--- src/include/vote_params.svh ---
`ifndef VOTE_PARAMS_SVH
`define VOTE_PARAMS_SVH

// number of compute cores feeding the tally
`define VOTE_CORES 16

// adder tree levels, log2 of the core count
`define VOTE_TREE_STAGES 4

// signed tally width
`define VOTE_SUM_W 30

// programmed round count width
`define VOTE_ROUND_W 16

// strobe to tally latency
// selector stage, tree levels, accumulate stage
`define VOTE_PIPE_LAT (1 + `VOTE_TREE_STAGES + 1)

`endif
--- src/rtl/vote_pkg.sv ---
`include "vote_params.svh"

package vote_pkg;

    // one bit per core, strobes or result bits
    typedef logic [`VOTE_CORES-1:0] core_vec_t;

    // single signed vote
    // holds -1, 0 or +1
    typedef logic signed [1:0] vote_t;

    // running tally and the tree partial sums
    typedef logic signed [`VOTE_SUM_W-1:0] sum_t;

    // programmed number of rounds, unsigned
    typedef logic [`VOTE_ROUND_W-1:0] round_t;

    // round sequencer states
    typedef enum logic [1:0] {
        // waiting for start
        seq_idle,
        // window open, counting rounds
        seq_count,
        // window closed, pipeline emptying
        seq_drain
    } seq_state_t;

endpackage

--- src/rtl/vote_top.sv ---
`timescale 1ns/1ns
`default_nettype none
`include "vote_params.svh"

module vote_top (
    input  logic                clk,
    input  logic                rst,
    // window control
    input  logic                start,
    input  vote_pkg::round_t    rounds,
    // core strobes and result bits
    input  vote_pkg::core_vec_t store,
    input  vote_pkg::core_vec_t core_result,
    // status
    output logic                busy,
    output logic                done,
    output logic                decision,
    output vote_pkg::sum_t      tally
);

    // sequencer to counter
    logic clear;
    logic accept;
    // counter to sequencer
    logic round;

    // datapath, strobe masking through accumulator
    vote_counter u_counter (
        .clk         (clk),
        .rst         (rst),
        .clear       (clear),
        .accept      (accept),
        .store       (store),
        .core_result (core_result),
        .round       (round),
        .tally       (tally)
    );

    // window control and decision latch
    // decision follows the tally's sign bit
    vote_sequencer u_seq (
        .clk      (clk),
        .rst      (rst),
        .start    (start),
        .rounds   (rounds),
        .round    (round),
        .clear    (clear),
        .accept   (accept),
        .busy     (busy),
        .done     (done),
        .sign_bit (tally[`VOTE_SUM_W-1]),
        .decision (decision)
    );

endmodule

`default_nettype wire

--- src/rtl/vote_sequencer.sv ---
`timescale 1ns/1ns
`default_nettype none
`include "vote_params.svh"

module vote_sequencer (
    input  logic             clk,
    input  logic             rst,
    input  logic             start,
    // number of rounds for the window, sampled with start
    input  vote_pkg::round_t rounds,
    // one pulse per cycle with accepted strobes
    input  logic             round,
    output logic             clear,
    output logic             accept,
    output logic             busy,
    output logic             done,
    // top bit of the running tally
    input  logic             sign_bit,
    output logic             decision
);

    // drain counter sized for the pipeline latency
    localparam int DRAIN_W = $clog2(`VOTE_PIPE_LAT + 1);
    localparam logic [DRAIN_W-1:0] DRAIN_LAST = DRAIN_W'(`VOTE_PIPE_LAT - 1);

    vote_pkg::seq_state_t state;
    // latched round target
    vote_pkg::round_t target;
    // rounds seen so far in this window
    vote_pkg::round_t count;
    vote_pkg::round_t count_next;
    logic [DRAIN_W-1:0] drain_cnt;
    // last drain cycle, final tally is settled
    logic drain_end;

    assign count_next = count + 1'b1;
    assign drain_end = (state == vote_pkg::seq_drain) && (drain_cnt == DRAIN_LAST);

    // levels straight from the state
    assign accept = (state == vote_pkg::seq_count);
    assign busy = (state != vote_pkg::seq_idle);

    // round target taken with an accepted start
    always_ff @(posedge clk) begin
        if (state == vote_pkg::seq_idle && start) begin
            target <= rounds;
        end
    end

    always_ff @(posedge clk) begin
        if (rst) begin
            state <= vote_pkg::seq_idle;
            clear <= 1'b0;
            done <= 1'b0;
            decision <= 1'b0;
            count <= '0;
            drain_cnt <= '0;
        end else begin
            // pulses default low
            clear <= 1'b0;
            done <= 1'b0;
            case (state)
                vote_pkg::seq_idle: begin
                    // start while busy never reaches here
                    if (start) begin
                        clear <= 1'b1;
                        decision <= 1'b0;
                        count <= '0;
                        drain_cnt <= '0;
                        // zero rounds skips the window entirely
                        if (rounds == '0) begin
                            state <= vote_pkg::seq_drain;
                        end else begin
                            state <= vote_pkg::seq_count;
                        end
                    end
                end
                vote_pkg::seq_count: begin
                    if (round) begin
                        count <= count_next;
                        // last round closes the window at once
                        if (count_next == target) begin
                            drain_cnt <= '0;
                            state <= vote_pkg::seq_drain;
                        end
                    end
                end
                vote_pkg::seq_drain: begin
                    if (drain_end) begin
                        // final tally visible, take its sign
                        decision <= sign_bit;
                        done <= 1'b1;
                        state <= vote_pkg::seq_idle;
                    end else begin
                        drain_cnt <= drain_cnt + 1'b1;
                    end
                end
                default: begin
                    state <= vote_pkg::seq_idle;
                end
            endcase
        end
    end

endmodule

`default_nettype wire

--- src/rtl/vote_counter.sv ---
`timescale 1ns/1ns
`default_nettype none
`include "vote_params.svh"

module vote_counter (
    input  logic               clk,
    input  logic               rst,
    // zeroes the tally at the start of a window
    input  logic               clear,
    // window open
    input  logic               accept,
    input  vote_pkg::core_vec_t store,
    input  vote_pkg::core_vec_t core_result,
    // any accepted strobe this cycle
    output logic               round,
    output vote_pkg::sum_t     tally
);

    // strobes outside the window are dropped here
    vote_pkg::core_vec_t store_ok;
    // per core votes after the selector stage
    vote_pkg::vote_t votes [`VOTE_CORES];
    // tree output for the round now leaving the tree
    vote_pkg::sum_t tree_total;
    // round strobe delayed to line up with tree_total
    // one bit for the selector, one per tree level
    logic [`VOTE_TREE_STAGES:0] round_dly;

    assign store_ok = store & {`VOTE_CORES{accept}};
    assign round = |store_ok;

    // one selector per core
    for (genvar k = 0; k < `VOTE_CORES; k++) begin : g_sel
        vote_selector u_sel (
            .clk        (clk),
            .rst        (rst),
            .store_bit  (store_ok[k]),
            .result_bit (core_result[k]),
            .vote       (votes[k])
        );
    end

    vote_adder_tree u_tree (
        .clk   (clk),
        .rst   (rst),
        .votes (votes),
        .total (tree_total)
    );

    // delayed round strobe, shifted every cycle
    always_ff @(posedge clk) begin
        if (rst) begin
            round_dly <= '0;
        end else begin
            round_dly <= {round_dly[`VOTE_TREE_STAGES-1:0], round};
        end
    end

    // signed accumulator
    // clear wins over a late add, the pipe is empty by then anyway
    always_ff @(posedge clk) begin
        if (rst || clear) begin
            tally <= '0;
        end else if (round_dly[`VOTE_TREE_STAGES]) begin
            // only cycles that carried strobes touch the tally
            tally <= tally + tree_total;
        end
    end

endmodule

`default_nettype wire

--- src/rtl/vote_adder_tree.sv ---
`timescale 1ns/1ns
`default_nettype none
`include "vote_params.svh"

module vote_adder_tree (
    input  logic            clk,
    input  logic            rst,
    // one vote per core, sampled every cycle
    input  vote_pkg::vote_t votes [`VOTE_CORES],
    // sum of one cycle's votes, VOTE_TREE_STAGES cycles later
    output vote_pkg::sum_t  total
);

    // width of a single vote
    localparam int VOTE_W = $bits(vote_pkg::vote_t);
    // width of the root node
    // each level adds one bit of growth
    localparam int TOP_W = VOTE_W + `VOTE_TREE_STAGES;

    // one registered level per genvar
    // no stall, so every cycle's votes are their own item in flight
    for (genvar l = 0; l < `VOTE_TREE_STAGES; l++) begin : g_lvl
        // node count and width on this level
        localparam int N = `VOTE_CORES >> (l + 1);
        localparam int LW = VOTE_W + l + 1;
        // width of the level below
        localparam int PW = LW - 1;

        logic signed [LW-1:0] psum [N];

        if (l == 0) begin : g_leaf
            // first level adds raw vote pairs
            always_ff @(posedge clk) begin
                if (rst) begin
                    for (int i = 0; i < N; i++) begin
                        psum[i] <= '0;
                    end
                end else begin
                    for (int i = 0; i < N; i++) begin
                        // sign extend both votes by one bit before the add
                        psum[i] <= {votes[2*i][PW-1], votes[2*i]}
                                 + {votes[2*i+1][PW-1], votes[2*i+1]};
                    end
                end
            end
        end else begin : g_inner
            // upper levels add pairs from the level below
            always_ff @(posedge clk) begin
                if (rst) begin
                    for (int i = 0; i < N; i++) begin
                        psum[i] <= '0;
                    end
                end else begin
                    for (int i = 0; i < N; i++) begin
                        psum[i] <= {g_lvl[l-1].psum[2*i][PW-1], g_lvl[l-1].psum[2*i]}
                                 + {g_lvl[l-1].psum[2*i+1][PW-1], g_lvl[l-1].psum[2*i+1]};
                    end
                end
            end
        end
    end

    // root node, widened to tally width
    logic signed [TOP_W-1:0] root;

    assign root = g_lvl[`VOTE_TREE_STAGES-1].psum[0];

    // sign extension up to the accumulator width
    assign total = {{(`VOTE_SUM_W - TOP_W){root[TOP_W-1]}}, root};

endmodule

`default_nettype wire

--- src/rtl/vote_selector.sv ---
`timescale 1ns/1ns
`default_nettype none

module vote_selector (
    input  logic            clk,
    input  logic            rst,
    // strobe from one core, already gated by the window
    input  logic            store_bit,
    // result bit stored along with the strobe
    input  logic            result_bit,
    // registered vote for this core
    output vote_pkg::vote_t vote
);

    // vote encodings
    localparam vote_pkg::vote_t VOTE_PLUS = 2'sb01;
    localparam vote_pkg::vote_t VOTE_MINUS = 2'sb11;
    localparam vote_pkg::vote_t VOTE_NONE = 2'sb00;

    // one cycle of latency
    always_ff @(posedge clk) begin
        if (rst) begin
            vote <= VOTE_NONE;
        end else if (store_bit) begin
            // stored 1 pushes the tally up, stored 0 pulls it down
            vote <= result_bit ? VOTE_PLUS : VOTE_MINUS;
        end else begin
            // idle core abstains
            vote <= VOTE_NONE;
        end
    end

endmodule

`default_nettype wire

--- config.mk ---
export PLATFORM = sky130hd
export DESIGN_NAME = vote_top
export DESIGN_NICKNAME = d
export VERILOG_FILES = /design/src/rtl/vote_pkg.sv /design/src/rtl/vote_top.sv /design/src/rtl/vote_sequencer.sv /design/src/rtl/vote_counter.sv /design/src/rtl/vote_adder_tree.sv /design/src/rtl/vote_selector.sv
export VERILOG_INCLUDE_DIRS = /design/src /design/src/include
export SDC_FILE = /design/constraint.sdc
export NUM_CORES = 1
export LEC_CHECK = 0
export ABC_AREA = 1
export ABC_CLOCK_PERIOD_IN_PS = 3500
export BUFFER_PORTS_ARGS = -buffer_cell sky130_fd_sc_hd__buf_4
export CAP_MARGIN = 20
export CORE_MARGIN = 2
export CORE_UTILIZATION = 45
export DETAILED_ROUTE_END_ITERATION = 8
export GPL_ROUTABILITY_DRIVEN = 0
export GPL_TIMING_DRIVEN = 0
export SYNTH_ARGS = -nofsm -noshare
export SYNTH_HDL_FRONTEND = slang
export SYNTH_SLANG_ARGS = --single-unit
--- constraint.sdc ---
create_clock -name clk -period 3.5 [get_ports clk]
set_clock_uncertainty 0.1 [all_clocks]
set_input_delay 1.05 -clock clk [delete_from_list [all_inputs] [get_ports clk]]
set_output_delay 1.05 -clock clk [all_outputs]
set_load 0.05 [all_outputs]
==> metrics.csv, run 1 <==
metric,value,unit
hpwlAfterDp,15400,microns
final_max_slew_viol_count,0,
clk_pin_slew_worst_paths,0.07,ns
cp-end-kind,register,
crit_chain,"ha_1, a21oi_1, o21ai_0, a21oi_1, o21ai_0, a21oi_1, o21bai_1, nand2_1, nand2_1, o21ai_0, inv_1",
hold_slack,0.305,ns
synth_fp_nets,1274,
p_clk_share,38.9,%
status,"finished, final reports clean",
max-cap-violations,0,
fillers,1908,
ctsHoldBuffers,0,
timing.final.crit_share,84.6,%
routed_via_density,4.83,
required,3.72,ns
slowest_delay,0.68,ns
synth.distinct_cells,40,
ios,84,
cts_tree,built,
cts-root-buf,clkbuf_16,
dieArea,20600,sq um
async_reset_ff_share,0,%
regArea,3420,sq um
place_area,9730,sq um
drt_iter0_markers,341,
clk_path_buf_depth,2,
worstRegToRegCells,11,
clock_sinks,163,
arrival,3.18,ns
placed_cells,1482,
comb_power_share,17.3,%
nNetsFinal,1376,
cts_buffers,17,
final-instance-count-excl-fill,1514,
wl_per_cell,13.3,microns
synthCells,1134,
p_int,3470,uW
synthFlopType,dfxtp_1,
finalHoldViolCount,0,
totalWireLength,20100,microns
grt_pass1_wl,32800,microns
rsz0062_at_grt,false,
dr.pass1.iters,5,
initial_core_util,45.5,%
path_max_fanout,25,
die_w,144,microns
syn_area,8770,sq um
grt_pass1_vias,6782,
p_leak,0.00471,uW
multi_input_area,4560,sq um
p_per_area,477,nW/um^2
sw_frac_of_total,29.7,%
ys_warn_count,0,
tightest_slew,0.780,ns
slowest_stage,dfxtp_2,
core_area,19300,sq um
power.share.sequential,43.8,%
grt_max_degree,26,
avgSynthCellArea,7.74,sq um
max_slew_margin,47.8,%
die_h,144,microns
hp-class,reg -> reg,
clk_latency,0.43,ns
start_kind,register,
synth_edf_count,16,
grt_remaining_overflow,0,
areaGrowthSynthToFinish,17.8,%
clock.fmax,338,MHz
num_vias,7320,
power_switching,1460,uW
drtAntennaViolNets,0,
irDropWorstVdd,0.382,mV
fin_tns_setup,0,ns
htreeDepth,4,
final_area,10300,sq um
setup_viol,0,
port_buffers,82,
std_cell_rows,51,
synth_seq_cells,163,
antenna_found_initial,0,
ys_seq_area_share,39.0,%
drive_above_1_share,10.9,%
diodes,0,
critical_path_class,reg -> reg,
grt_use_total,20.3,%
drc,0,
whs_path_depth,2,
finalCriticalPeriod,2.96,ns
synth_stat cells, types with 15 or more instances:
cell type | instances | area [sq um]
edfxtp_1 | 16 | 480
o21ai_0 | 68 | 340
inv_1 | 176 | 661
nor2_1 | 179 | 672
ha_1 | 65 | 813
fa_1 | 24 | 480
nand3_1 | 44 | 220
a21oi_1 | 69 | 345
nor3_1 | 26 | 130
clkbuf_1 | 16 | 60.1
dfxtp_1 | 147 | 2940
nand4_1 | 15 | 93.8
xor2_1 | 23 | 201
nand2_1 | 169 | 634
layer usage:
metal  track usage, %  share of wire [%]  routed length, microns  up-vias
met2             33.3                 46                    9310      145
met1             27.0                 48                    9730     3280
li1                 -                  -                       -     3863
met5                0                  0                       0        -
met3             3.30                3.4                     688       32
met4             7.43                1.8                     366        0
power groups by stage:
| stage | clock network [uW] | logic [uW] | registers, uW |
|---|---|---|---|
| 4_1_cts | 1950 | 862 | 2160 |
| 3_5_place_dp | 0 | 856 | 2200 |
| 3_3_place_gp | 0 | 840 | 2200 |
| 5_1_grt | 2040 | 973 | 2180 |
| 6_report | 1920 | 853 | 2160 |
| 2_1_floorplan | 0 | 588 | 2190 |
area by class of cell:
class | instances | area share [%]
multi-input cells | 767 | 44.1
flip-flops and latches | 163 | 33.1
inverters | 178 | 6.46
repair buffers | 83 | 6.06
clock buffers | 20 | 4.43
well taps | 265 | 3.21
clock inverters | 12 | 1.39
plain buffers | 26 | 1.20
path summary, 6_finish.rpt:
path | end | slack (ns) | start
min reg2reg | u_counter.round_dly[2] | 0.31 | u_counter.round_dly[1]
max | u_counter.tally[25] | 0.54 | u_counter.u_tree.g_lvl[3].psum[0][5]
min | u_counter.round_dly[2] | 0.31 | u_counter.round_dly[1]
max reg2reg | u_counter.tally[25] | 0.54 | u_counter.u_tree.g_lvl[3].psum[0][5]
cells by family (layout without fill, tap and decap cells):
family          after synthesis  in the layout  synth area share (%)
simple gates                460            460                  22.1
buf+inv                     204            319                  9.03
compound gates              190            190                  12.4
flops                       163            163                  39.0
fa+ha+maj                    89             89                  14.7
xor+xnor                     28             28                  2.79
sequential cells by signal (all words and copies together), names as in the netlist:
signal                       cells
u_seq.count                     16
u_counter.round_dly              5
u_seq.drain_cnt                  3
u_counter.u_tree.g_lvl.psum     56
u_seq.done                       1
u_counter.tally                 30
u_seq.clear                      1
u_seq.state                      2
u_seq.decision                   1
u_counter.g_sel.u_sel.vote      32
u_seq.target                    16
repair_timing:
item	in CTS	in global routing
endpoints found under the setup margin	0	2
endpoints found under the hold margin	0	0
setup buffers	0	0
resized for setup	0	1
stage by stage:
step,total power [uW],worst slack [ns],util (%)
finish,4930,0.539,53.6
global route,5190,0.241,53.6
CTS,4980,0.164,53.6
detailed placement,3060,0.200,50.5
global placement,3040,0.210,50.4
floorplan,2780,1.01,-
worst max-delay path, delay by kind of cell, from the launching register on:
kind                       cells  cell delay, ns
and+or+nand+nor                2            0.12
adders and majority gates      1            0.41
DFF                            1            0.68
AOI/OAI and AO/OA              7            1.45
buffers and inverters          1            0.05
cell usage in the layout, fill, tap and decap left out, drive strengths merged, types with 5 or more instances in the layout:
| cell type | n |
|---|---|
| nor3 | 26 |
| buf | 93 |
| nor2 | 184 |
| dfxtp | 147 |
| o211ai | 5 |
| a21o | 5 |
| nand3 | 44 |
| o21ai | 70 |
| clkbuf | 36 |
| a31oi | 10 |
| edfxtp | 16 |
| nand4 | 15 |
| nand2 | 175 |
| nor4 | 8 |
| o21a | 5 |
| ha | 65 |
| fa | 24 |
| a211oi | 13 |
| inv | 183 |
| xnor2 | 5 |
| xor2 | 23 |
| o21bai | 9 |
| nand3b | 5 |
| a21oi | 69 |
(Power assumes the default switching activity.)
==> run 2: changes to the inputs <==
Settings changed: ABC_AREA 1 to 0, ABC_CLOCK_PERIOD_IN_PS 3500 to 2800.
Clock period 3.5 ns to 2.8 ns, I/O delays scaled along.
==> metrics.csv, run 2 <==
metric,value,unit,change
p_leak,0.00426,uW,-9.5%
finalCriticalPeriod,2.89,ns,-0.0680 ns
largest_register,u_counter.u_tree.g_lvl.psum,,
clk_pin_slew_worst_paths,0.06,ns,about the same
path_buf_inv,0,,-1
grt_pass1_wl,29600,microns,-9.9%
fillers,1720,,-9.9%
path_delay_family,compound AO/OA/AOI/OAI gates,,
largestRegisters,"u_counter.u_tree.g_lvl.psum x56, u_counter.g_sel.u_sel.vote x32, u_counter.tally x30",,
ys_warn_count,0,,unchanged
routed_via_density,5.13,,+6.1%
ios,84,,unchanged
p_int,3880,uW,+12%
hp-class,reg -> reg,,
grt_use_total,18.5,%,-1.8 points
final_core_util,55.4,%,+1.8 points
synth_seq_cells,163,,unchanged
drive_above_1_share,17.9,%,+7.0 points
slowest_delay,0.35,ns,-0.33 ns
synthCells,894,,-21%
postLayoutSetupSlackWorst,-0.0931,ns,-0.632 ns
yosysMostFrequentCell,dfxtp_1,,
port_buffers,82,,unchanged
htreeDepth,4,,unchanged
power.share.sequential,48.4,%,+4.6 points
comb_power_share,8.0,%,-9.3 points
initial_core_util,45.5,%,-0.053 points
irDropWorstVdd,0.389,mV,+1.8%
std_cell_rows,50,,-2.0%
critical_path_class,reg -> reg,,
antenna_found_initial,0,,unchanged
sw_frac_of_total,23.9,%,-5.8 points
clock.fmax,346,MHz,+2.4%
core_area,18500,sq um,-3.9%
max-cap-violations,0,,unchanged
start_kind,register,,
die_h,141,microns,-2.0%
synth.distinct_cells,59,,+48%
ctsHoldBuffers,0,,unchanged
place_area,9350,sq um,-3.9%
clock_sinks,163,,unchanged
timing.final.crit_share,103,%,+19 points
power_switching,1220,uW,-17%
synthFlopType,dfxtp_1,,
p_clk_share,43.5,%,+4.6 points
finalHoldViolCount,0,,unchanged
cts-root-buf,clkbuf_16,,
rsz0062_at_grt,true,,
drc,0,,unchanged
max_slew_margin,42.8,%,-5.1 points
num_vias,6416,,-12%
hpwlAfterDp,12900,microns,-16%
setup_viol,3,,+3
crit_chain,"ha_4, fa_2, a211oi_2, o21bai_1, a21o_1, a311oi_4, o31ai_4, o41ai_4, o21ai_1, xor2_1, a22o_1",,
dr.pass1.iters,4,,-1
final_max_slew_viol_count,0,,unchanged
slowest_stage,dfxtp_4,,
drt_iter0_markers,259,,-24%
final_area,10300,sq um,-0.67%
hold_start,u_counter.round_dly[3],,
async_reset_ff_share,0,%,unchanged
wl_per_cell,14.1,microns,+6.4%
cts_tree,built,,
tightest_slew,0.858,ns,+0.0788 ns
synthTopCellsByArea,"dfxtp_1 35%, ha_1 9.7%, fa_1 5.7%, edfxtp_1 5.7%, nor2_1 4.3%",,
totalWireLength,17700,microns,-12%
p_per_area,497,nW/um^2,+4.1%
diodes,0,,unchanged
synth_common_cells,"147 x dfxtp_1, 96 x nor2_1, 65 x ha_1",,
dieArea,19800,sq um,-3.9%
cp-startpoint,u_counter.tally[0],,
path_max_fanout,2,,-92%
nNetsFinal,1146,,-17%
clk_path_buf_depth,2,,unchanged
yosys.area.top_type,dfxtp_1,,
syn_area,8420,sq um,-4.0%
areaGrowthSynthToFinish,21.9,%,
violations,setup timing,,
layout_common_cells,"138 x dfxtp_1, 96 x nor2_1, 93 x buf_4",,
grt_max_degree,17,,-35%
avgSynthCellArea,9.42,sq um,+22%
grt_remaining_overflow,0,,unchanged
largest_reg_flops,56,,unchanged
synth_fp_nets,1034,,-19%
cp-end-kind,register,,
ys_seq_area_share,40.6,%,+1.6 points
die_w,141,microns,-2.0%
synth_edf_count,16,,unchanged
status,"finished, violations left",,
cts_buffers,17,,unchanged
arrival,3.10,ns,-0.08 ns
grt_pass1_vias,6246,,-7.9%
yosysTopAreaCellShare,34.9,%,+1.4 points
place_ws,-0.509,ns,-0.709 ns
layout_commonest_cell,dfxtp_1,,
required,3.01,ns,-0.71 ns
clk_latency,0.42,ns,about the same
reg2reg_from,u_counter.tally[0],,
hold_slack,0.341,ns,+0.0357 ns
drtAntennaViolNets,0,,unchanged
-- run 2: logic make-up after synthesis --
| logic type | Yosys count | share of synthesized area, % |
|---|---|---|
| AND/OR/NAND/NOR | 302 | 18.3 |
| AO/OA/AOI/OAI | 164 | 12.5 |
| flip-flops | 163 | 40.6 |
| buffers and inverters | 95 | 4.37 |
| adder cells (fa/ha/maj) | 89 | 15.4 |
| XOR/XNOR | 53 | 5.51 |
| multiplexers | 28 | 3.33 |
-- run 2: repair_timing --
| action | CTS | global route |
|---|---|---|
| hold endpoints to repair | 0 | 0 |
| setup buffers | 7 | 5 |
| gates resized for setup | 18 | 30 |
| endpoints found under the setup margin | 24 | 25 |
| pin swaps | 12 | 17 |
-- run 2: power by group through the flow --
stage / Clock [uW] / Combinational, uW / Sequential (uW)
2_1_floorplan: 0 / 251 / 2510
3_3_place_gp: 0 / 392 / 2520
3_5_place_dp: 0 / 394 / 2520
4_1_cts: 2270 / 404 / 2470
5_1_grt: 2370 / 468 / 2480
6_report: 2220 / 410 / 2470
-- run 2: worst paths after layout --
path | to | slack [ns] | depth (start not counted)
setup / recovery | u_counter.tally[28] | -0.09 | 11
hold / removal | u_counter.round_dly[4] | 0.34 | 1
setup reg to reg | u_counter.tally[28] | -0.09 | 11
hold reg to reg | u_counter.round_dly[4] | 0.34 | 1
-- run 2: layer usage --
metal  vias up  wire length (microns)  global-route usage, %  part of all wire [%]
met5         -                      0                      0                     0
met4         0                    183                   4.89                   1.0
met3        17                    740                   3.57                   4.2
met2       136                   8340                   31.1                    47
met1      2959                   8400                   24.4                    48
li1       3304                      -                      -                     -
-- run 2: cell type report --
type / instances / area, sq um / area share [%]
plain buffers: 30 / 125 / 1.22
clock buffers: 20 / 458 / 4.46
clock inverters: 10 / 101 / 0.987
inverters: 64 / 240 / 2.34
multi-input cells: 636 / 4890 / 47.6
flip-flops and latches: 163 / 3440 / 33.5
well taps: 234 / 293 / 2.85
repair buffers: 94 / 722 / 7.03
-- run 2: per-stage QoR --
step	std cells	setup TNS (ns)	power (uW)
finish	1251	-0.206	5100
floorplan	894	-0.0412	2760
global route	1251	-0.634	5310
detailed placement	1210	-8.88	2920
CTS	1247	-0.334	5140
global placement	1210	-9.39	2910
-- run 2: worst register-to-register path: stages (launching register included) --
cell and delay, ns:
dfxtp_4 0.35, ha_4 0.16, fa_2 0.34, a211oi_2 0.20, o21bai_1 0.12, a21o_1 0.23, a311oi_4 0.34, o31ai_4 0.15
o41ai_4 0.33, o21ai_1 0.11, xor2_1 0.15, a22o_1 0.21
